--- config.mk ---
export PLATFORM = sky130hd
export DESIGN_NAME = mem_arbiter
export DESIGN_NICKNAME = d
export VERILOG_FILES = /design/src/hdl/matrix_pkg.sv /design/src/hdl/mem_arbiter.sv
export SDC_FILE = /design/constraint.sdc
export NUM_CORES = 1
export LEC_CHECK = 0
export BUFFER_PORTS_ARGS = -buffer_cell sky130_fd_sc_hd__buf_4
export CAP_MARGIN = 20
export CORE_MARGIN = 5
export CORE_UTILIZATION = 26
export CTS_CLUSTER_DIAMETER = 150
export DETAILED_ROUTE_END_ITERATION = 12
export PLACE_DENSITY = 0.81
export SYNTH_ARGS = -nofsm -noshare
export SYNTH_HDL_FRONTEND = slang
export SYNTH_SLANG_ARGS = --single-unit
export TNS_END_PERCENT = 1
--- constraint.sdc ---
create_clock -name CLK -period 2.31 [get_ports CLK]
set_input_delay 0.462 -clock CLK [delete_from_list [all_inputs] [get_ports CLK]]
set_output_delay 0.462 -clock CLK [all_outputs]
set_load 0.05 [all_outputs]
--- src/hdl/matrix_pkg.sv ---
package matrix_pkg;

    // Matrix geometry
    localparam int mat_dim    = 16;
    localparam int mat_idx_w  = $clog2(mat_dim);
    localparam int mem_words  = mat_dim * mat_dim;
    localparam int mem_addr_w = 2 * mat_idx_w;   // Row index then column index

    // Data widths
    localparam int elem_w      = 16;
    localparam int result_w    = 48;
    localparam int multi_count = 3;              // Elements per multi fetch

    // Request mode bits
    localparam logic mode_single = 1'b0;
    localparam logic mode_multi  = 1'b1;
    localparam logic dir_horiz   = 1'b0;         // Walk along the row
    localparam logic dir_vert    = 1'b1;         // Walk down the column

    typedef struct packed {
        logic [15:0] row;
        logic [15:0] col;
    } matrix_rc_t;

    // Address word, either flat or split into row and column
    typedef union packed {
        logic [31:0] word;
        matrix_rc_t  rc;
    } matrix_addr_u;

endpackage

--- src/hdl/mem_arbiter.sv ---
module mem_arbiter import matrix_pkg::*; (
    input  logic                  CLK,
    input  logic                  rst,
    input  logic                  req_a,
    input  logic [mem_addr_w-1:0] addr_a,
    output logic                  gnt_a,
    output logic                  rvalid_a,
    input  logic                  req_b,
    input  logic [mem_addr_w-1:0] addr_b,
    output logic                  gnt_b,
    output logic                  rvalid_b,
    output logic [elem_w-1:0]     rdata,
    output logic                  mem_rd_en,
    output logic [mem_addr_w-1:0] mem_rd_addr,
    input  logic [elem_w-1:0]     mem_rdata
);

    logic last_b;     // Port b had the most recent grant
    logic rd_pend;    // Read issued last cycle
    logic owner_b;    // Which port that read belongs to

    // On a tie the port not served last wins
    assign gnt_a = req_a && (!req_b || last_b);
    assign gnt_b = req_b && !gnt_a;

    assign mem_rd_en   = gnt_a || gnt_b;
    assign mem_rd_addr = gnt_b ? addr_b : addr_a;

    always_ff @(posedge CLK) begin
        if (rst) begin
            last_b  <= 1'b0;
            rd_pend <= 1'b0;
            owner_b <= 1'b0;
        end else begin
            rd_pend <= mem_rd_en;
            owner_b <= gnt_b;
            if (gnt_a) begin
                last_b <= 1'b0;
            end else if (gnt_b) begin
                last_b <= 1'b1;
            end
        end
    end

    // Steer the returning word to the port granted a cycle ago
    assign rvalid_a = rd_pend && !owner_b;
    assign rvalid_b = rd_pend && owner_b;
    assign rdata    = mem_rdata;                 // Shared, qualified by rvalid

    // Tie goes to b when a was served in the previous cycle
    a_rr_to_b: assert property (@(posedge CLK) disable iff (rst)
        req_a && req_b && $past(gnt_a) |-> gnt_b);

    a_rr_to_a: assert property (@(posedge CLK) disable iff (rst)
        req_a && req_b && $past(gnt_b) |-> gnt_a);

endmodule

Word-level counts from Yosys, hierarchy flattened:

Cells that the tools add are included.

* multipliers: 0
* $lt $le $gt $ge: 0
* div/mod/pow operators: 0
* reductions and logical operators: 10
* add/sub/neg operators: 0
* shifts and indexed selects: 0
* bitwise logic cells: 0
* muxes and demuxes: 1
* equality and inequality tests: 0

Operators with widths (number)
* 2-to-1 mux 8 bit: 1
* logical AND 1 bit: 4
* logical NOT 1 bit: 3
* logical OR 1 bit: 2
* OR reduction 2 bit: 1

* bits in writable memories: 0
* latch bits: 0
* memories kept: 0
* register bits after elaboration: 3
* memory bits (read-only): 0
* word-level logic and storage cells: 14
* input port bits: 36
* output and inout bits: 29

Depth between registers and ports, before layout:

Gate-level depths: netlist (run 1).

* depth in word-level cells: 6
* gate-level depth with buffers: 2
* depth with buffers taken out: 2

Worst setup path before layout (run 1):

OpenSTA, ideal clock, no wires.

* kind: input -> output
* start: input port req_a
* end: output port gnt_a
* stages on the path: 1
* arrival: 1601 ps
* setup slack: 247 ps
* buffers on the path: 0
* data required time: 1848 ps
* cell sequence: a21boi_0

* cells in the longest elaborated chain, start to end: 1

RTL lines
* start: declaration: line mem_arbiter.sv:4 `input logic req_a,`
* logical AND 1 bit: line mem_arbiter.sv:23 `assign gnt_a = req_a && (!req_b || last_b);`
* end: declaration: line mem_arbiter.sv:6 `output logic gnt_a,`

No other way between the ends.

Worst setup path in the final report (run 1):

* start: input port req_a
* end: output port mem_rd_addr[2]

* cells in the longest elaborated chain, start to end: 4

RTL lines
* logical AND 1 bit: line mem_arbiter.sv:23
* logical NOT 1 bit: line mem_arbiter.sv:24 `assign gnt_b = req_b && !gnt_a;`
* logical AND 1 bit: line mem_arbiter.sv:24
* 2-to-1 mux 8 bit: line mem_arbiter.sv:27 `assign mem_rd_addr = gnt_b ? addr_b : addr_a;`
* end: declaration: line mem_arbiter.sv:14 `output logic [mem_addr_w-1:0] mem_rd_addr,`

No other way between the ends.

==> impl_results.md, run 1 <==
- Critical Path Source Type: input port
- Vias in the first global route: 333
- Num rows: 13
- CTS Buffer Depth: 2
- Post_cts resized: 0
- DRC violations left: 0
- Total track usage: 8.360%
- Worst VDD drop: 186.8 uV
- DP HPWL: 713.9 um
- Antenna violations before repair: 0
- Layout area overhead: 47.83%
- DR vias: 318
- Hold depth: 2
- P_leak: 0.2572 nW
- Worst r2r src: last_b$_SDFFE_PP0P_
- Share of the synthesized area in the top cell type: 34.78%
- Worst Setup Path Type: in2out
- Die height: 46.45 um
- R2R depth: 2
- Clock Sinks: 3
- Die X-Extent: 46.45 um
- Die area: 2157 um2
- Setup skew after layout: 0.00005627 ns
- First-pass GRT wire length: 1283 um
- Post-DP Area: 484.2 um2
- GRT overflow: 0
- Placer Congestion: 0.6597
- Fill cells: 142
- Core area: 1285 um2
- Status: finished clean
- Mean routed wirelength per cell: 11.29 um
- Worst-skew pair later-pin latency: 0.23 ns
- Sequential share of the synthesized area: 17.39%
- Largest area contributor in the netlist: buf_4
- I/O Buffers: 32
- Antenna-violating nets left: 0
- Clock buffer count from CTS: 3
- Pre-antenna DRT Iters: 3
- Cells after Synth: 37
- Wirelength, routed: 813 um
- Final setup viols: 0
- Initial DRC count: 1
- CP required: 1.85 ns
- # hold bufs at CTS: 0
- CP arrival: 1.45 ns
- Mean Syn Cell Area: 9.333 um2
- Cell variety after synth: 12
- Final hold vios: 0
- CTS tree: done
- Hold_sp: rst
- Final TNS setup: 0 ns
- Power Density: 574.4 nW/um2
- Max Cap Violations: 0
- Yosys warning count: 0
- Final worst-path cycle share: 82.64%
- Worst setup EP type: output port
- I/O pin total: 65
- Multi-input gate area: 161.4 um2
- R2R Path End: owner_b$_SDFF_PP0_
- Post CTS Setup Buffer Count: 0
- Main area contributors after synthesis: buf_4, mux2_2, dfxtp_1, a21boi_4, nor2b_1
- CP Max Fanout: 9
- Final design utilization: 39.73%
- RSZ-0062 raised after global routing: false
- #FFs+latches synth: 3
- Syn_nets: 73
- Largest net degree at the start of global routing: 10
- Worst-Margin Slew: 0.2921 ns
- Diode count: 0
- Layout cell share with drive strength beyond 1: 80.70%
- Vias per cell: 4.417
- Post-Syn Area: 345.3 um2
- Register area: 60.06 um2
- Tmin final: 1.909 ns
- Clock root cell: clkbuf_4
- Nets: 94
- Hold-critical path endpoint: rd_pend$_SDFF_PP0_
- H-tree lvl count: 1
- Hold Crit Class: in2reg
- Worst-path clk slew: 0.03 ns
- Final Cell Area: 510.5 um2
- Starting Density: 26.87%
- FF-to-FF setup slack: 1.50 ns
- Fmax: 523.8 MHz
- Slew HR: 80.48%
- Hold slack: 0.3928 ns
- Final Max Slew Viols: 0
power by group:
group	switching, mW	total (mW)	internal [mW]
clock	0.0267	0.0914	0.0647
combinational	0.0836	0.143	0.0597
sequential	0.00277	0.0585	0.0558
worst max-delay path by stage:
stage	endpoint	cells after the start	slack (ns)	startpoint
floorplan	gnt_a	1	0.25	req_a
global placement	mem_rd_addr[2]	4	0.40	req_a
detailed placement	mem_rd_addr[2]	4	0.38	req_a
CTS	mem_rd_addr[2]	3	0.38	last_b$_SDFFE_PP0P_
global route	mem_rd_addr[4]	3	0.33	last_b$_SDFFE_PP0P_
finish	mem_rd_addr[2]	4	0.40	req_a
flip-flops by register name, indices dropped and copies added (netlist names):
| register | count |
|---|---|
| owner_b | 1 |
| last_b | 1 |
| rd_pend | 1 |
per-stage QoR:
step / total power [mW] / std cells / worst slack (ns)
after floorplan: 0.2242 / 37 / 0.2469
after global placement: 0.2028 / 68 / 0.4008
after detailed placement: 0.2042 / 68 / 0.3827
after CTS: 0.2998 / 72 / 0.3762
after global routing: 0.3089 / 72 / 0.3344
final: 0.2932 / 72 / 0.4010
cells by family after synthesis:
group / share of synthesized area [%]
multiplexers: 26.09
AO/OA/AOI/OAI: 11.23
AND/OR/NAND/NOR: 9.423
flip-flops: 17.39
buffers and inverters: 35.87
routing by layer:
layer | global-route usage, % | up-vias | wire length [um]
li1 | - | 146 | -
met3 | 6.250 | 2 | 169
met4 | 7.386 | 0 | 16
met2 | 12.09 | 35 | 375
met5 | 0 | - | 0
met1 | 7.551 | 135 | 252
cells in the final DEF (no fill, tap or decap):
cell / instances
clkbuf_1: 1
a21oi_1: 1
and2_2: 1
mux2_2: 8
inv_1: 1
nor2b_1: 2
clkbuf_4: 3
and2_1: 1
buf_4: 32
a21boi_0: 1
or2_2: 1
a21boi_4: 1
dfxtp_1: 3
o21a_1: 1
cell type report:
cell class,instances,share of cell area (%)
timing repair buffer,32,47.06
multi-input combinational,17,31.62
clock buffer,4,5.147
sequential,3,11.76
tap,15,3.676
inverter,1,0.7353
critical path, cell delays in order:
cell      delay (ns)
buf_4           0.13
a21boi_4        0.29
mux2_2          0.37
buf_4           0.19
cell usage after synthesis:
cell	number
o21a_1	1
a21boi_4	1
a21boi_0	1
and2_1	1
mux2_2	8
or2_2	1
dfxtp_1	3
buf_4	16
and2_2	1
a21oi_1	1
nor2b_1	2
inv_1	1
Power figures use the tool's default switching activity.
==> run 2, diff against run 1 <==
--- a/config.mk
+++ b/config.mk
@@ -8,10 +8,10 @@
 export BUFFER_PORTS_ARGS = -buffer_cell sky130_fd_sc_hd__buf_4
 export CAP_MARGIN = 20
 export CORE_MARGIN = 5
-export CORE_UTILIZATION = 26
+export CORE_UTILIZATION = 24
 export CTS_CLUSTER_DIAMETER = 150
 export DETAILED_ROUTE_END_ITERATION = 12
-export PLACE_DENSITY = 0.81
+export PLACE_DENSITY = 0.76
 export SYNTH_ARGS = -nofsm -noshare
 export SYNTH_HDL_FRONTEND = slang
 export SYNTH_SLANG_ARGS = --single-unit
==> constraint.sdc (replaced) <==
create_clock -name CLK -period 2 [get_ports CLK]
set_input_delay 0.4 -clock CLK [delete_from_list [all_inputs] [get_ports CLK]]
set_output_delay 0.4 -clock CLK [all_outputs]
set_load 0.05 [all_outputs]
==> run 2 against run 1 <==
  * Critical path depth fell by 1
  * Worst setup slack got worse by 0.25 ns
  * Via count fell by 3.8%
  * Largest power group unchanged
  * Clock power rose by 16%
  * Clock skew barely moved
  * Combinational power rose by 16%
  * Power rose by 16%
  * Sequential cell count did not move
  * Clock-buffer cell count did not move
==> impl_results.md, run 2 (synthesis gave the netlist of run 1 again) <==
- Final Cell Area: 510.5 um2
- DP HPWL: 736.9 um
- Worst-skew pair later-pin latency: 0.23 ns
- Most frequent cells in the layout: buf_4, mux2_2, clkbuf_4, dfxtp_1, nor2b_1
- CTS tree: done
- Initial DRC count: 3
- Wirelength, routed: 848 um
- DRC violations left: 0
- Slowest cell on the critical path: mux2_2
- Clock root cell: clkbuf_4
- Final worst-path cycle share: 92.28%
- RSZ-0062 raised after global routing: false
- Worst VDD drop: 193.6 uV
- Pre-antenna DRT Iters: 3
- I/O pin total: 65
- M1 WL: 278 um
- # hold bufs at CTS: 0
- Worst-path clk slew: 0.04 ns
- Hold Crit Class: in2reg
- I/O Buffers: 32
- Worst Setup Path Type: reg2out
- Post_cts resized: 0
- Final Max Slew Viols: 0
- Max Cap Violations: 0
- Most common cell after layout, fill and taps aside: buf_4
- Metal3 WL: 103 um
- CP top delay family: multiplexers
- Crit path cell chain: a21boi_4, mux2_2, buf_4
- Vias per cell: 4.250
- Total power: 339.7 uW
- Setup skew after layout: 0.00003965 ns
- Vias in the first global route: 361
- Die height: 47.93 um
- Final hold vios: 0
- Worst-Margin Slew: 0.2987 ns
- GRT overflow: 0
- CTS Buffer Depth: 2
- Inst Count DP: 68
- Fill cells: 151
- Post CTS Setup Buffer Count: 0
- Slew HR: 80.03%
- Starting Density: 25.89%
- Worst path max stage delay: 0.38 ns
- Fmax: 541.8 MHz
- Post-DP Area: 484.2 um2
- DR vias: 306
- Core area: 1334 um2
- Largest net degree at the start of global routing: 10
- Met2 WL: 466 um
- Biggest regs: last_b x1, owner_b x1, rd_pend x1
- Final setup viols: 0
- Die X-Extent: 47.93 um
- First-pass GRT wire length: 1269 um
- Bufs and invs on worst path: 1
- P_leak: 0.2572 nW
- Layout area overhead: 47.83%
- Final TNS setup: 0 ns
- Clock Sinks: 3
- Tmin final: 1.846 ns
- Critical Path Source Type: flip-flop
- Die area: 2297 um2
- Mean routed wirelength per cell: 11.78 um
- Total track usage: 7.982%
- Layout cell share with drive strength beyond 1: 80.70%
- H-tree lvl count: 1
- Diode count: 0
- Antenna-violating nets left: 0
- Status: finished clean
- Clock buffer count from CTS: 3
- Num rows: 13
- Power Density: 665.4 nW/um2
- Worst setup EP type: output port
- Placer Congestion: 0.6055
- Nets: 94
- Antenna violations before repair: 0
- Hold slack: 0.3305 ns
- CP required: 1.60 ns
- Top sig layer: met3
- CP arrival: 1.45 ns
- CP Max Fanout: 9
- Finished Layout Cells: 72
==> run 2: metrics by stage <==
| stage | setup WS, ns | utilization (%) |
|---|---|---|
| CTS | 0.1267 | 38.27 |
| finish | 0.1543 | 38.27 |
| global placement | 0.2109 | 36.30 |
| floorplan | 0.04823 | - |
| detailed placement | 0.1927 | 36.30 |
| global route | 0.08190 | 38.27 |
==> run 2: layout make-up <==
class / count / area (um2) / area share (%)
Timing Repair Buffer: 32 / 240.2 / 47.06
Clock buffer: 4 / 26.28 / 5.147
Inverter: 1 / 3.754 / 0.7353
Sequential cell: 3 / 60.06 / 11.76
Multi-Input combinational cell: 17 / 161.4 / 31.62
Tap cell: 15 / 18.77 / 3.676
==> run 2: power breakdown <==
| part | switching [mW] | internal, mW |
|---|---|---|
| combinational | 0.0974 | 0.0690 |
| sequential | 0.00312 | 0.0644 |
| clock | 0.0310 | 0.0747 |
| total | 0.132 | 0.208 |
==> run 2: worst paths after layout <==
| check | slack (ns) | cells after the start | start | to |
|---|---|---|---|---|
| hold reg to reg | 0.57 | 1 | last_b$_SDFFE_PP0P_ | last_b$_SDFFE_PP0P_ |
| setup / recovery | 0.15 | 3 | last_b$_SDFFE_PP0P_ | mem_rd_addr[6] |
| setup reg to reg | 1.19 | 2 | last_b$_SDFFE_PP0P_ | owner_b$_SDFF_PP0_ |
| hold / removal | 0.33 | 2 | rst | rd_pend$_SDFF_PP0_ |
==> run 2: worst reg2reg max path, stage by stage (launching register included) <==
cell     delay, ns
dfxtp_1       0.40
a21oi_1       0.11
and2_2        0.19
==> run 2: metal layers <==
layer | vias up | track usage (%)
li1 | 146 | -
met1 | 133 | 6.783
met2 | 27 | 13.98
met3 | 0 | 3.383
met4 | 0 | 6.989
met5 | - | 0
==> run 3, diff against run 2 <==
--- a/config.mk
+++ b/config.mk
@@ -7,11 +7,15 @@
 export LEC_CHECK = 0
 export BUFFER_PORTS_ARGS = -buffer_cell sky130_fd_sc_hd__buf_4
 export CAP_MARGIN = 20
+export CELL_PAD_IN_SITES_DETAIL_PLACEMENT = 1
+export CELL_PAD_IN_SITES_GLOBAL_PLACEMENT = 1
+export CORE_ASPECT_RATIO = 1.25
 export CORE_MARGIN = 5
-export CORE_UTILIZATION = 24
+export CORE_UTILIZATION = 14
 export CTS_CLUSTER_DIAMETER = 150
 export DETAILED_ROUTE_END_ITERATION = 12
-export PLACE_DENSITY = 0.76
+export PLACE_DENSITY_LB_ADDON = 0.1
+export RECOVER_POWER = 100
 export SYNTH_ARGS = -nofsm -noshare
 export SYNTH_HDL_FRONTEND = slang
 export SYNTH_SLANG_ARGS = --single-unit
==> run 3 against run 2 <==
  * Non-clock buffer count did not move
  * Global-route usage rose by 0.13 points
  * Clock power barely moved
  * Die area rose by 55%
  * Clock skew barely moved
  * Worst setup slack got worse by 0.034 ns
==> impl_results.md, run 3 (synthesis gave the netlist of run 1 again) <==
- Fill cells: 315
- P_leak: 0.2435 nW
- Setup skew after layout: 0.00002859 ns
- Final Cell Area: 519.2 um2
- Final TNS setup: 0 ns
- Starting Density: 14.37%
- Slowest cell on the critical path: mux2_2
- Post_cts resized: 0
- Antenna-violating nets left: 0
- Worst setup EP type: output port
- Most frequent cells in the layout: buf_4, clkbuf_4, mux2_2, clkbuf_1, dfxtp_1
- Final worst-path cycle share: 93.99%
- First-pass GRT wire length: 2035 um
- Critical Path Source Type: flip-flop
- Total track usage: 8.108%
- Die height: 65.53 um
- Worst VDD drop: 173.8 uV
- Bufs and invs on worst path: 1
- Layout area overhead: 50.36%
- CP arrival: 1.48 ns
- Antenna violations before repair: 0
- Most common cell after layout, fill and taps aside: buf_4
- Post CTS Setup Buffer Count: 0
- Worst Setup Path Type: reg2out
- Pre-antenna DRT Iters: 2
- Worst path max stage delay: 0.37 ns
- Clock root cell: clkbuf_4
- Worst-skew pair later-pin latency: 0.23 ns
- Hold Crit Class: in2reg
- Status: finished clean
- Worst-path clk slew: 0.04 ns
- Vias in the first global route: 393
- Vias per cell: 3.711
- Biggest regs: last_b x1, owner_b x1, rd_pend x1
- Clock Sinks: 3
- DRC violations left: 0
- Post-DP Area: 506.7 um2
- Die X-Extent: 54.42 um
- Clock buffer count from CTS: 3
- CP required: 1.60 ns
- Max Cap Violations: 0
- Inst Count DP: 86
- CTS tree: done
- Diode count: 0
- DP HPWL: 1283 um
- Mean routed wirelength per cell: 15.36 um
- Layout cell share with drive strength beyond 1: 75.44%
- Core area: 2402 um2
- # hold bufs at CTS: 0
- CP top delay family: multiplexers
- Num rows: 20
- Power Density: 643.3 nW/um2
- Final Max Slew Viols: 0
- I/O pin total: 65
- CTS Buffer Depth: 2
- Fmax: 531.9 MHz
- Initial DRC count: 1
- Nets: 94
- Finished Layout Cells: 90
- I/O Buffers: 32
- RSZ-0062 raised after global routing: false
- Crit path cell chain: a21boi_4, mux2_2, clkbuf_4
- CP Max Fanout: 9
- Slew HR: 59.39%
- Worst-Margin Slew: 0.6118 ns
- Placer Congestion: 0.6171
- Tmin final: 1.880 ns
- Final setup viols: 0
- Largest net degree at the start of global routing: 10
- DR vias: 334
- GRT overflow: 0
- Wirelength, routed: 1382 um
- H-tree lvl count: 1
- Die area: 3566 um2
- Final hold vios: 0
## run 3: changes by cell type in the layout (fill, tap and decap cells not counted), sizes merged
cell,before,now
clkbuf,4,16
buf,32,20
## run 3: cell type report
type	instances	area (um2)	area share, %
Multi-Input combinational cell	17	161.4	31.08
Clock buffer	4	26.28	5.060
Sequential cell	3	60.06	11.57
Tap cell	33	41.29	7.952
Inverter	1	3.754	0.7229
Timing Repair Buffer	32	226.5	43.61
## run 3: power by group
group          internal, mW  switching, mW  total (mW)
combinational        0.0637         0.0985       0.162
clock                0.0746         0.0295       0.104
sequential           0.0644        0.00320      0.0676
total                 0.203          0.131       0.334
## run 3: path summary, 6_finish.rpt
kind / slack [ns] / depth (start not counted) / start / endpoint
worst min register to register: 0.58 / 1 / last_b$_SDFFE_PP0P_ / last_b$_SDFFE_PP0P_
worst min-delay path: 0.35 / 2 / rst / rd_pend$_SDFF_PP0_
worst max-delay path: 0.12 / 3 / last_b$_SDFFE_PP0P_ / mem_rd_addr[3]
worst max register to register: 1.18 / 2 / last_b$_SDFFE_PP0P_ / owner_b$_SDFF_PP0_
## run 3: per-layer routing
metal	share of wire (%)	wire [um]	vias up	global-route usage, %
li1	-	-	145	-
met1	26	363	138	5.842
met2	46	636	51	13.17
met3	28	382	0	9.070
met4	0	0	0	2.804
met5	0	0	-	0
## run 3: through the flow
step	hold WS, ns	setup WS (ns)	util [%]	power (mW)
floorplan	0.4716	0.04823	-	0.2590
global placement	0.5761	0.1819	21.09	0.2397
detailed placement	0.5862	0.1766	21.09	0.2392
CTS	0.3404	0.09941	22.19	0.3504
global route	0.3380	0.03121	21.61	0.3577
finish	0.3468	0.1201	21.61	0.3340
