--- src/hdl/matrix_pkg.sv ---
package matrix_pkg;

    // Matrix geometry
    localparam int mat_dim    = 16;
    localparam int mat_idx_w  = $clog2(mat_dim);
    localparam int mem_words  = mat_dim * mat_dim;
    localparam int mem_addr_w = 2 * mat_idx_w;   // Row index then column index

    // Data widths
    localparam int elem_w      = 16;
    localparam int result_w    = 48;
    localparam int multi_count = 3;              // Elements per multi fetch

    // Request mode bits
    localparam logic mode_single = 1'b0;
    localparam logic mode_multi  = 1'b1;
    localparam logic dir_horiz   = 1'b0;         // Walk along the row
    localparam logic dir_vert    = 1'b1;         // Walk down the column

    typedef struct packed {
        logic [15:0] row;
        logic [15:0] col;
    } matrix_rc_t;

    // Address word, either flat or split into row and column
    typedef union packed {
        logic [31:0] word;
        matrix_rc_t  rc;
    } matrix_addr_u;

endpackage

--- src/hdl/matrix_fetch.sv ---
module matrix_fetch import matrix_pkg::*; (
    input  logic                  CLK,
    input  logic                  rst,
    input  logic                  req_valid,
    output logic                  req_ready,
    input  logic                  multi,
    input  logic                  vertical,
    input  matrix_addr_u          address,
    output logic                  done,
    output logic [result_w-1:0]   data,
    output logic                  mem_req,
    output logic [mem_addr_w-1:0] mem_addr,
    input  logic                  mem_gnt,
    input  logic                  mem_rvalid,
    input  logic [elem_w-1:0]     mem_rdata
);

    logic                 busy;
    logic                 accept;
    logic                 issue;
    logic                 multi_q;
    logic                 vertical_q;
    logic [mat_idx_w-1:0] row_q;
    logic [mat_idx_w-1:0] col_q;
    logic [1:0]           issue_cnt;   // Reads granted so far
    logic [1:0]           ret_cnt;     // Reads returned so far
    logic [1:0]           last_idx;

    assign req_ready = !busy;
    assign accept    = req_valid && req_ready;
    assign issue     = mem_req && mem_gnt;
    assign mem_addr  = {row_q, col_q};

    // Index of the final read for this request
    assign last_idx = (multi_q == mode_multi) ? 2'(multi_count - 1) : 2'd0;

    always_ff @(posedge CLK) begin
        if (rst) begin
            busy      <= 1'b0;
            mem_req   <= 1'b0;
            done      <= 1'b0;
            issue_cnt <= 2'd0;
            ret_cnt   <= 2'd0;
        end else begin
            done <= 1'b0;
            if (accept) begin
                busy      <= 1'b1;
                mem_req   <= 1'b1;         // First read goes out next cycle
                issue_cnt <= 2'd0;
                ret_cnt   <= 2'd0;
            end
            if (issue) begin
                issue_cnt <= issue_cnt + 2'd1;
                if (issue_cnt == last_idx) begin
                    mem_req <= 1'b0;
                end
            end
            if (mem_rvalid) begin
                ret_cnt <= ret_cnt + 2'd1;
                if (ret_cnt == last_idx) begin
                    done <= 1'b1;
                    busy <= 1'b0;
                end
            end
        end
    end

    // Request capture and address walk
    always_ff @(posedge CLK) begin
        if (accept) begin
            multi_q    <= multi;
            vertical_q <= vertical;
            row_q      <= address.rc.row[mat_idx_w-1:0];
            col_q      <= address.rc.col[mat_idx_w-1:0];
        end else if (issue) begin
            // Index wraps modulo the matrix size
            case (vertical_q)
                dir_horiz: col_q <= col_q + 1'b1;
                dir_vert:  row_q <= row_q + 1'b1;
                default:   col_q <= col_q;
            endcase
        end
    end

    // Result assembly
    always_ff @(posedge CLK) begin
        if (mem_rvalid) begin
            case (multi_q)
                mode_single: data <= {{(result_w - elem_w){mem_rdata[elem_w-1]}}, mem_rdata};
                mode_multi:  data[ret_cnt*elem_w +: elem_w] <= mem_rdata;  // First in low bits
                default:     data <= data;
            endcase
        end
    end

    // Address held until the arbiter takes it
    a_addr_stable: assert property (@(posedge CLK) disable iff (rst)
        mem_req && !mem_gnt |=> $stable(mem_addr));

    // Read data only comes back for a live request
    a_no_stray_rvalid: assert property (@(posedge CLK) disable iff (rst)
        mem_rvalid |-> busy);

endmodule

--- config.mk ---
export PLATFORM = sky130hd
export DESIGN_NAME = matrix_fetch
export DESIGN_NICKNAME = d
export VERILOG_FILES = /design/src/hdl/matrix_pkg.sv /design/src/hdl/matrix_fetch.sv
export SDC_FILE = /design/constraint.sdc
export NUM_CORES = 1
export LEC_CHECK = 0
export BUFFER_PORTS_ARGS = -buffer_cell sky130_fd_sc_hd__buf_2
export CAP_MARGIN = 40
export CORE_ASPECT_RATIO = 1.2
export CORE_MARGIN = 10
export CORE_UTILIZATION = 43
export CTS_CLUSTER_DIAMETER = 80
export DETAILED_ROUTE_END_ITERATION = 10
export PLACE_DENSITY = 0.83
export RECOVER_POWER = 50
export SYNTH_ARGS = -nofsm -noshare
export SYNTH_HDL_FRONTEND = slang
export SYNTH_SLANG_ARGS = --single-unit
--- constraint.sdc ---
create_clock -name CLK -period 2.35 [get_ports CLK]
set_input_delay 0.1175 -clock CLK [delete_from_list [all_inputs] [get_ports CLK]]
set_output_delay 0.1175 -clock CLK [all_outputs]
set_load 0.03 [all_outputs]
==> Word-level counts from Yosys, hierarchy flattened <==
Cells that the tools add are included.
{ "totals": {"regBits": 65, "latchBits": 0, "mem_bits_rw": 0, "rom_bits": 0, "in_bits": 55, "out_inout_bits": 59, "elab_cells": 50, "n_memories": 0} }
{ "op_classes": {"n_addsub": 5, "mul": 0, "div_mod_pow": 0, "magnitude_cmp": 0, "eq_ne": 3, "n_shift": 2, "n_mux": 19, "bitwise": 2, "n_reduce_logical": 9} }
{ "op_table": {"columns": ["op", "count"], "rows": [
  ["$pmux W48 S2", 1],
  ["$bwmux W48", 1],
  ["$shift A16 B34 Y48 const A", 1],
  ["$shiftx A16 B34 Y48", 1],
  ["$neg A6 Y34", 1],
  ["$mux W4", 6],
  ["$add A4 B1 Y4 const B", 2],
  ["$mux W2", 4],
  ["$mux W1", 7],
  ["$reduce_bool A2 Y1", 3],
  ["$add A2 B1 Y2 const B", 2],
  ["$eq A2 B2 Y1", 2],
  ["$reduce_and A2 Y1", 2],
  ["$logic_and A1 B1 Y1", 2],
  ["$ne A2 B2 Y1 const B", 1],
  ["$not A1 Y1", 2],
  ["$reduce_or A2 Y1", 1],
  ["$logic_not A1 Y1", 1]
]} }

==> Logic depth before layout (Yosys ltp) <==
Gate-level depths: netlist of run 1.
{ "depth": {"ltp_word": 5, "depth_mapped": 7, "mapped_depth_nobuf": 5} }

==> Least setup slack after synthesis of run 1 <==
No wires, ideal clock.
{ "synth_timing": {"kind": "register -> register", "start": "reg ret_cnt[0] (netlist name)", "end": "reg data[0], enable pin", "arrival_time_ns": 1.937, "required_ns": 1.936, "setup_slack_ns": 0.000, "path_stages_with_launch": 5, "path_buffers": 0, "cell_sequence": "dfxtp_1 inv_1 ha_1 inv_1 a21boi_0"} }
{ "synth_rtl": {"columns": ["item", "line_no", "text"], "rows": [
  ["to (signal assigned)", "matrix_fetch.sv:89", "mode_single: data <= {{(result_w - elem_w){mem_rdata[elem_w-1]}}, mem_rdata};"],
  ["to (signal, indexed assignment)", "matrix_fetch.sv:90", "mode_multi: data[ret_cnt*elem_w +: elem_w] <= mem_rdata;"],
  ["to (signal assigned)", "matrix_fetch.sv:91", "default: data <= data;"],
  ["to (decl)", "matrix_fetch.sv:10", "output logic [result_w-1:0] data,"]
]} }

==> Worst setup path in the final report of run 1 <==
{ "layout_timing": {"start": "reg ret_cnt[0]", "end": "reg data[16] (data pin)"} }
{ "layout_via": {"elab_chain_cells": 4} }
{ "layout_lines": {"columns": ["item", "line_no", "text"], "rows": [
  ["from (decl)", "matrix_fetch.sv:26", "logic [1:0] ret_cnt;"],
  ["from (signal assigned)", "matrix_fetch.sv:59", "ret_cnt <= ret_cnt + 2'd1;"],
  ["$neg A6 Y34 (*)", "matrix_fetch.sv:90", null],
  ["$shiftx A16 B34 Y48 / $shift A16 B34 Y48 (equally long branches)", "matrix_fetch.sv:90", null],
  ["$bwmux W48 (*)", "matrix_fetch.sv:90", null],
  ["$pmux W48 S2 (*)", "matrix_fetch.sv:88", "case (multi_q)"]
]} }
Every way passes the cells marked *; elsewhere a longest branch is shown, timed or not.
A chain may end at the register's enable or synchronous reset.

==> impl_results.md, run 1 <==
* Layout cell share with drive strength beyond 1 at 0.235
* Synth top area share at 0.629
* Hold Slack at 0.0319 ns
* Rows at 31
* Status: complete, no violations
* Synth area leaders: edfxtp_1 63%, dfxtp_1 5.1%, a21o_1 4.9%
* Data required, critical path at about 2.6 ns
* Reg power frac at 0.490
* Detailed Routing Iterations Pass 1 at 4
* Congestion Overflow GR at 0
* Die width at 93.3 microns
* Sum Neg Setup Slack at 0 ns
* Die area at between 10,000 and 15,000 sq um
* CP Launch Type: register
* Clk slew on worst S/H paths at roughly 0.070 ns
* Arr. time, crit path at approximately 2.3 ns
* Post-synth cell types at 32
* Cts bufs inserted at 9
* Synth-to-layout area growth at 23.9%
* Detailed-route vias per instance at between 4 and 5
* Vias post-DR at between 1,500 and 2,000
* Vias in the first global route at between 2,000 and 2,500
* Routability Congestion at slightly above 0.7
* Post-cts resize count at 0
* DRT iter0 DRCs at 84
* Worst vdd ir at 0.629 mV
* Critical path class: register to register
* Worst Path Max Fanout at 16
* Die height at 108 microns
* Fin crit period at between 2 and 2.5 ns
* Final ANT Viol Nets at 0
* Tcrit/Tclk final at 0.878
* MaxCap Viol Count at 0
* Synthesized net count at ~250
* Async S/R FF share, synth at 0
* Yosys reg bits at 65
* Leak at between 1 and 1.5 nW
* Comb power frac at 0.152
* Post-Route WL at 6.06 mm
* Synthesized instance count at 192
* Net Sw Frac at 0.271
* Pin count of the biggest net entering global routing at 31
* Initial antenna violation count at 0
* Mapped Area at about 2800 sq um
* Maximum root-to-sink buffer count at 2
* Number of diodes at 0
* EDFF count, synth at 58
* Maximum clock rate at roughly 0.48 GHz
* Crit. End Element: register
* Worst-margin pin slew at about 0.66 ns
* Biggest area consumer among synthesized cells: edfxtp_1
* CTS Root Buffer Type: clkbuf_8
* First-pass GRT wire length at between 9 and 10 mm
* Register area share after synthesis at 0.680
* Clock power frac at 0.358
* Avg Cell Area, Syn at roughly 14 sq um
* Drt drc at 0
* Detailed Place HPWL at around 4.5 mm
* Final hold viol count at 0
* Ys Warns at 0
* H-Tree Depth at 3
* Worst slew margin at 0.562
* Final #Nets at around 350
* Port bufs at ~90
* Starting Density at 0.452
* Sw Pwr at just under 800 uW
* # clock sinks at 65
* Clk_skew at 0.00670 ns
* RSZ-0062 raised after global routing: no
* Int Pwr at around 2.1 mW
* Setup Viol. Count Final at 0
* Top FF cell, synth: edfxtp_1
* Slew Viols, Final at 0
* # IOs at between 100 and 150
* CTS tree: done
* Clock latency on the worst-skew pair at between 0.3 and 0.4 ns
* Power density cells at around 840 nW/um^2
* Final Power at between 2 and 3 mW
* Hold Path Class: input port to register
* Wire length per cell at 16.2 microns
* GRT Overall Usage at 0.124
* CORE AREA at a little over 6000 sq um
[through the flow]
stage | utilization | area (sq um) | cells | setup WS, ns
4_1_cts | 0.573 | 3510 | 375 | 0.217
3_5_place_dp | 0.534 | 3270 | 357 | 0.236
6_report | 0.560 | 3430 | 375 | 0.286
2_1_floorplan | - | 2770 | 192 | 0.425
5_1_grt | 0.560 | 3430 | 375 | 0.0758
3_3_place_gp | 0.534 | 3270 | 357 | 0.313
[registers in the layout, indices dropped and copies added (netlist names)]
signal / flops
data: 48
ret_cnt: 2
col_q: 4
vertical_q: 1
multi_q: 1
issue_cnt: 2
row_q: 4
busy: 1
mem_req: 1
done: 1
[Yosys cell counts (all sizes together), types with 4 or more instances]
cell    count
o21ai       5
edfxtp     58
o21a        4
and2       16
a21oi       5
buf         7
nand3       4
xor2        4
clkbuf      4
inv         8
ha          6
dfxtp       7
nand2      14
a21o       30
[cell type report]
type	count	area, sq um
flip-flops and latches	65	1880
multi-input cells	108	777
clock buffers	9	124
fillers	559	2700
clock inverters	7	95.1
well taps	82	103
inverters	8	30.0
repair buffers	96	420
[cell usage in the layout, fill, tap and decap left out, drive strengths merged, types with 5 or more instances in the layout]
master,Yosys,routed
a21oi,5,5
buf,7,32
dfxtp,7,7
a21o,30,30
clkbuf,4,71
ha,6,6
inv,8,8
edfxtp,58,58
o21ai,5,5
nand2,14,14
and2,16,16
[logic make-up after synthesis]
logic type | after synthesis | share of synthesized area
fa+ha+maj | 6 | 0.0271
buf+inv | 19 | 0.0411
mux | 1 | 0.00362
flops | 65 | 0.680
simple gates | 46 | 0.0899
compound gates | 49 | 0.140
xor+xnor | 6 | 0.0190
[layer usage]
layer / wire length, microns / vias up / global-route usage
met1: 2220 / 874 / 0.119
li1: - / 888 / -
met4: 78 / 0 / 0.0563
met2: 3210 / 67 / 0.221
met3: 555 / 9 / 0.0572
met5: 0 / - / 0
[final timing paths]
path,cells past startpoint,from,end,slack (ns)
setup / recovery,5,ret_cnt[0],data[16],0.29
hold / removal,2,rst,issue_cnt[0],0.03
setup reg to reg,5,ret_cnt[0],data[16],0.29
hold reg to reg,2,issue_cnt[0],issue_cnt[0],0.50
[critical path, cell delays in order, from the launching register on]
cell,delay (ns)
dfxtp_1,0.42
inv_1,0.14
ha_1,0.38
and3b_1,0.18
and3_1,0.59
a21o_2,0.23
[what timing repair did]
action,in CTS,in global routing
buffers inserted,0,0
hold buffers,2,0
hold endpoints to repair,2,0
[power by group through the flow]
stage | registers (mW) | clock network, mW | logic [mW]
after floorplan | 1.58 | 0 | 0.157
after global placement | 1.42 | 0 | 0.455
after detailed placement | 1.43 | 0 | 0.466
after CTS | 1.40 | 1.04 | 0.471
after global routing | 1.41 | 1.09 | 0.480
final | 1.40 | 1.03 | 0.437
No activity file was read; power rests on OpenSTA's default activity.
==> run 2: changes to the inputs <==
--- a/config.mk
+++ b/config.mk
@@ -8,12 +8,13 @@
 export BUFFER_PORTS_ARGS = -buffer_cell sky130_fd_sc_hd__buf_2
 export CAP_MARGIN = 40
 export CORE_ASPECT_RATIO = 1.2
-export CORE_MARGIN = 10
+export CORE_MARGIN = 2
 export CORE_UTILIZATION = 43
 export CTS_CLUSTER_DIAMETER = 80
 export DETAILED_ROUTE_END_ITERATION = 10
 export PLACE_DENSITY = 0.83
 export RECOVER_POWER = 50
+export SLEW_MARGIN = 20
 export SYNTH_ARGS = -nofsm -noshare
 export SYNTH_HDL_FRONTEND = slang
 export SYNTH_SLANG_ARGS = --single-unit
==> impl_results.md, run 2 (synthesis gave the netlist of run 1 again) <==
* Status: complete, no violations (unchanged)
* Cts bufs inserted at 9 (unchanged)
* Worst slew margin at 0.330 (was 0.562)
* Vias in the first global route at 1,832 (was 2,059)
* Detailed-route vias per instance at 4.79 (was 4.90)
* Critical path class: register to register (unchanged)
* Final #Nets at 349 (unchanged)
* Clock latency on the worst-skew pair at 0.33 ns (was 0.34 ns)
* Arr. time, crit path at 2.33 ns (was 2.27 ns)
* # clock sinks at 65 (unchanged)
* Detailed Routing Iterations Pass 1 at 4 (unchanged)
* Crit. End Element: register (unchanged)
* Reg power frac at 0.532 (was 0.490)
* Die area at 7100 sq um (was 10,100 sq um)
* Final hold viol count at 0 (unchanged)
* Maximum root-to-sink buffer count at 2 (unchanged)
* Largest regs: data x48, col_q x4, row_q x4 (unchanged)
* Die width at 77.3 microns (was 93.3 microns)
* Worst-case hold path end point: col_q[1] (was issue_cnt[0])
* Critical Path Source: ret_cnt[0] (unchanged)
* Worst-margin pin slew at 1.01 ns (was 0.658 ns)
* H-Tree Depth at 3 (unchanged)
* Final ANT Viol Nets at 0 (unchanged)
* Clk_skew at 0.00659 ns (was 0.00670 ns)
* Worst path bufs/invs at 1 (unchanged)
* Post-cts resize count at 0 (unchanged)
* Tcrit/Tclk final at 0.906 (was 0.878)
* Clk slew on worst S/H paths at 0.07 ns (about the same)
* # IOs at 114 (unchanged)
* Wire length per cell at 14.4 microns (was 16.2 microns)
* MaxCap Viol Count at 0 (unchanged)
* Fin worst setup slack at 0.221 ns (was 0.286 ns)
* Initial antenna violation count at 0 (unchanged)
* Congestion Overflow GR at 0 (unchanged)
* R2R Path Start: ret_cnt[0] (unchanged)
* Maximum clock rate at 0.470 GHz (was 0.484 GHz)
* Commonest non-fill, non-tap cell in the layout: clkbuf_1 (unchanged)
* Power density cells at 778 nW/um^2 (was 835 nW/um^2)
* Hold Buf Count CTS at 3 (was 2)
* Sum Neg Setup Slack at 0 ns (unchanged)
* Most flops, register: data (unchanged)
* Clock power frac at 0.304 (was 0.358)
* Layout cell share with drive strength beyond 1 at 0.229 (was 0.235)
* Rows at 32 (was 31)
* Leak at 1.44 nW (was 1.46 nW)
* Number of diodes at 0 (unchanged)
* Layout Cells excl Fill at 378 (was 375)
* CP Launch Type: register (unchanged)
* Pin count of the biggest net entering global routing at 31 (unchanged)
* Int Pwr at 1.87 mW (was 2.09 mW)
* Fin crit period at 2.13 ns (was 2.06 ns)
* Flop2flop setup slack at 0.22 ns (was 0.29 ns)
* Detailed Place HPWL at 3.58 mm (was 4.46 mm)
* Vias post-DR at 1,811 (was 1,838)
* Data required, critical path at 2.55 ns (was 2.56 ns)
* CTS Root Buffer Type: clkbuf_8 (unchanged)
* DRT iter0 DRCs at 63 (was 84)
* Die height at 91.9 microns (was 108 microns)
* Hold depth at 3 (was 2)
* Routability Congestion at 0.711 (was 0.713)
* Hold wc startpoint: address[1] (was rst)
* Worst Path Max Fanout at 16 (unchanged)
* Cell Chain, Critical Path: inv_1 -> ha_1 -> and3b_1 -> and3_1 -> a21o_2 (unchanged)
* CP delay by family, top: simple AND/OR/NAND/NOR gates (unchanged)
* GRT Overall Usage at 0.163 (was 0.124)
* Comb power frac at 0.164 (was 0.152)
* FF-to-FF End: data[34] (was data[16])
* Setup Viol. Count Final at 0 (unchanged)
* Drt drc at 0 (unchanged)
* Placed insts at 359 (was 357)
* Worst vdd ir at 0.503 mV (was 0.629 mV)
* Port bufs at 89 (unchanged)
* R2R depth at 5 (unchanged)
* First-pass GRT wire length at 8.76 mm (was 9.75 mm)
* Net Sw Frac at 0.291 (was 0.271)
* RSZ-0062 raised after global routing: no (unchanged)
* Most frequent cells in the layout: 60 x clkbuf_1, 58 x edfxtp_1, 30 x buf_2 (unchanged)
* Worst path slowest cell: and3_1 (unchanged)
* Final Power at 2.64 mW (was 2.87 mW)
* Dpl ws at 0.234 ns (was 0.236 ns)
* Sw Pwr at 769 uW (was 778 uW)
* Slowest stage delay, CP at 0.62 ns (was 0.59 ns)
* Post-Route WL at 5.43 mm (was 6.06 mm)
* Slew Viols, Final at 0 (unchanged)
* Hold Path Class: input port to register (unchanged)
* CORE AREA at 6330 sq um (was 6130 sq um)
* Starting Density at 0.438 (was 0.452)
* # Post-CTS Setup Buffers at 0 (unchanged)
* Synth-to-layout area growth at 22.6% (was 23.9%)
* CTS tree: done (unchanged)
* Max reg flops at 48 (unchanged)
## run 2: cell count changes in the layout (fill, tap and decap cells not counted), sizes merged
cell	change
clkinv	+2
bufinv	-2
dlygate4sd3	+1
clkbuf	-2
buf	+1
## run 2: how the worst max path moves through the flow
| stage | cells after the start | slack [ns] | endpoint |
|---|---|---|---|
| after floorplan | 4 | 0.42 | data[0] |
| after global placement | 5 | 0.28 | data[35] |
| after detailed placement | 5 | 0.23 | data[34] |
| after global routing | 5 | 0.05 | data[36] |
| after CTS | 5 | 0.17 | data[35] |
| final | 5 | 0.22 | data[34] |
## run 2: through the flow
step	area (sq um)	hold slack [ns]	utilization
5_1_grt	3390	0.0461	0.537
6_report	3390	0.0557	0.537
3_5_place_dp	3270	0.297	0.517
2_1_floorplan	2770	0.187	-
4_1_cts	3470	0.0313	0.549
3_3_place_gp	3270	0.295	0.517
## run 2: final cells by class
cell class	count	area, sq um
clock inverter	7	47.5
multi-input combinational	108	777
timing repair buffer	96	428
clock buffer	9	124
sequential	65	1880
fill	584	2930
tap	85	106
inverter	8	30.0
## run 2: power groups by stage
stage          combinational (mW)  sequential, mW  clock [mW]
2_1_floorplan               0.157            1.58           0
3_3_place_gp                0.444            1.43           0
3_5_place_dp                0.453            1.43           0
4_1_cts                     0.457            1.40       0.823
5_1_grt                     0.473            1.41       0.864
6_report                    0.432            1.41       0.803
## run 2: routing by layer
layer,global-route usage,vias to the layer above,wire length (microns)
li1,-,891,-
met2,0.283,71,2790
met1,0.190,847,2280
met5,0,-,0
met3,0.0502,2,320
met4,0.0580,0,29
## run 2: worst register-to-register path: cells and delay by family (launching register included)
family | cells | cell delay (ns)
compound gates | 1 | 0.24
fa+ha+maj | 1 | 0.38
buf+inv | 1 | 0.15
flops | 1 | 0.43
simple gates | 2 | 0.81
==> run 3: changes to the inputs <==
--- a/config.mk
+++ b/config.mk
@@ -9,12 +9,13 @@
 export CAP_MARGIN = 40
 export CORE_ASPECT_RATIO = 1.2
 export CORE_MARGIN = 2
-export CORE_UTILIZATION = 43
+export CORE_UTILIZATION = 50
 export CTS_CLUSTER_DIAMETER = 80
 export DETAILED_ROUTE_END_ITERATION = 10
-export PLACE_DENSITY = 0.83
+export PLACE_DENSITY = 0.9
 export RECOVER_POWER = 50
 export SLEW_MARGIN = 20
 export SYNTH_ARGS = -nofsm -noshare
 export SYNTH_HDL_FRONTEND = slang
 export SYNTH_SLANG_ARGS = --single-unit
+export TNS_END_PERCENT = 100
==> constraint.sdc (replaced) <==
create_clock -name CLK -period 2.7 [get_ports CLK]
set_input_delay 0.135 -clock CLK [delete_from_list [all_inputs] [get_ports CLK]]
set_output_delay 0.135 -clock CLK [all_outputs]
set_load 0.03 [all_outputs]
==> impl_results.md, run 3 (synthesis gave the netlist of run 1 again) <==
* Status: complete, no violations (unchanged)
* Flop2flop setup slack at 0.61 ns (was 0.22 ns)
* Final ANT Viol Nets at 0 (unchanged)
* Placed Area at 3220 sq um (was 3270 sq um)
* Worst vdd ir at 0.431 mV (was 0.503 mV)
* Crit. End Element: register (unchanged)
* Worst slew margin at 0.372 (was 0.330)
* Power density cells at 729 nW/um^2 (was 778 nW/um^2)
* Final #Nets at 345 (was 349)
* Synth-to-layout area growth at 21.6% (was 22.6%)
* Rows at 29 (was 32)
* Maximum clock rate at 0.479 GHz (was 0.470 GHz)
* DRT iter0 DRCs at 136 (was 63)
* Vias post-DR at 1,827 (was 1,811)
* Wire length per cell at 15.4 microns (was 14.4 microns)
* Max reg flops at 48 (unchanged)
* Sum Neg Setup Slack at 0 ns (unchanged)
* Slowest stage delay, CP at 0.60 ns (was 0.62 ns)
* Leak at 1.45 nW (was 1.44 nW)
* Final Power at 2.46 mW (was 2.64 mW)
* Post-Route WL at 5.39 mm (was 5.43 mm)
* Data required, critical path at 2.90 ns (was 2.55 ns)
* MaxCap Viol Count at 0 (unchanged)
* # clock sinks at 65 (unchanged)
* Worst path slowest cell: and3_1 (unchanged)
* Initial antenna violation count at 0 (unchanged)
* CTS Root Buffer Type: clkbuf_8 (unchanged)
* Port bufs at 89 (unchanged)
* Largest regs: data x48, col_q x4, row_q x4 (unchanged)
* Cts bufs inserted at 9 (unchanged)
* Clk_skew at 0.00445 ns (was 0.00659 ns)
* CTS tree: done (unchanged)
* CP delay by family, top: simple AND/OR/NAND/NOR gates (unchanged)
* Worst path bufs/invs at 1 (unchanged)
* RSZ-0062 raised after global routing: no (unchanged)
* Slew Viols, Final at 0 (unchanged)
* Cell Chain, Critical Path: inv_1 -> ha_1 -> and3b_1 -> and3_1 -> a21o_2 (unchanged)
* Fin crit period at 2.09 ns (was 2.13 ns)
* CP Launch Type: register (unchanged)
* Die width at 71.9 microns (was 77.3 microns)
* Critical path class: register to register (unchanged)
* Arr. time, crit path at 2.29 ns (was 2.33 ns)
* Post-cts resize count at 0 (unchanged)
* Die height at 85.5 microns (was 91.9 microns)
* Clk slew on worst S/H paths at 0.07 ns (about the same)
* Detailed-route vias per instance at 5.21 (was 4.79)
* Tcrit/Tclk final at 0.774 (was 0.906)
* Pin count of the biggest net entering global routing at 31 (unchanged)
* Number of diodes at 0 (unchanged)
* Layout cell share with drive strength beyond 1 at 0.215 (was 0.229)
* # IOs at 114 (unchanged)
* Routability Congestion at 0.759 (was 0.711)
* Drt drc at 0 (unchanged)
* GRT Overall Usage at 0.182 (was 0.163)
* Final core occ at 0.631 (was 0.537)
* CORE AREA at 5330 sq um (was 6330 sq um)
* Final hold viol count at 0 (unchanged)
* Starting Density at 0.519 (was 0.438)
* Vias in the first global route at 1,811 (was 1,832)
* Hold Path Class: input port to register (unchanged)
* # Post-CTS Setup Buffers at 0 (unchanged)
* Hold Slack at 0.0379 ns (was 0.0557 ns)
* Most flops, register: data (unchanged)
* Maximum root-to-sink buffer count at 2 (unchanged)
* Detailed Routing Iterations Pass 1 at 4 (unchanged)
* Setup Viol. Count Final at 0 (unchanged)
* Worst-margin pin slew at 0.942 ns (was 1.01 ns)
* First-pass GRT wire length at 8.38 mm (was 8.76 mm)
* H-Tree Depth at 3 (unchanged)
* Detailed Place HPWL at 3.67 mm (was 3.58 mm)
* Die area at 6150 sq um (was 7100 sq um)
* Most frequent cells in the layout: 60 x clkbuf_1, 58 x edfxtp_1, 30 x buf_2 (unchanged)
* Congestion Overflow GR at 0 (unchanged)
* Hold Buf Count CTS at 2 (was 3)
* Fin area at 3370 sq um (was 3390 sq um)
* Clock latency on the worst-skew pair at 0.33 ns (about the same)
* Worst Path Max Fanout at 16 (unchanged)
* Commonest non-fill, non-tap cell in the layout: clkbuf_1 (unchanged)
[run 3: changes by cell type in the layout (fill, tap and decap cells not counted), sizes merged]
cell,change
clkinv,+1
bufinv,+2
clkinvlp,-3
dlygate4sd3,-1
buf,-3
[run 3: path summary, 6_finish.rpt]
check | depth (start not counted) | to | start
max | 5 | data[20] | ret_cnt[0]
min reg2reg | 2 | issue_cnt[0] | issue_cnt[0]
min | 2 | issue_cnt[0] | rst
max reg2reg | 5 | data[20] | ret_cnt[0]
[run 3: stage by stage]
step	setup slack, ns	cells
global route	0.444	351
CTS	0.583	351
finish	0.610	351
floorplan	0.350	192
global placement	0.672	333
detailed placement	0.640	333
[run 3: report_power, final]
part	leakage [nW]	switching, mW	internal [mW]
sequential	0.624	0.0347	1.19
combinational	0.721	0.262	0.106
clock	0.104	0.353	0.510
[run 3: metal layers]
layer  track usage  wire (microns)
met2         0.316            2850
met5             0               0
met4        0.0840              58
met1         0.204            2060
met3        0.0552             421
[run 3: area by class of cell]
class	count	area, sq um
Clock buffer	9	124
Clock inverter	7	85.1
Fill cell	441	1970
Inverter	8	30.0
Multi-Input combinational cell	108	773
Sequential cell	65	1880
Tap cell	62	77.6
Timing Repair Buffer	92	395
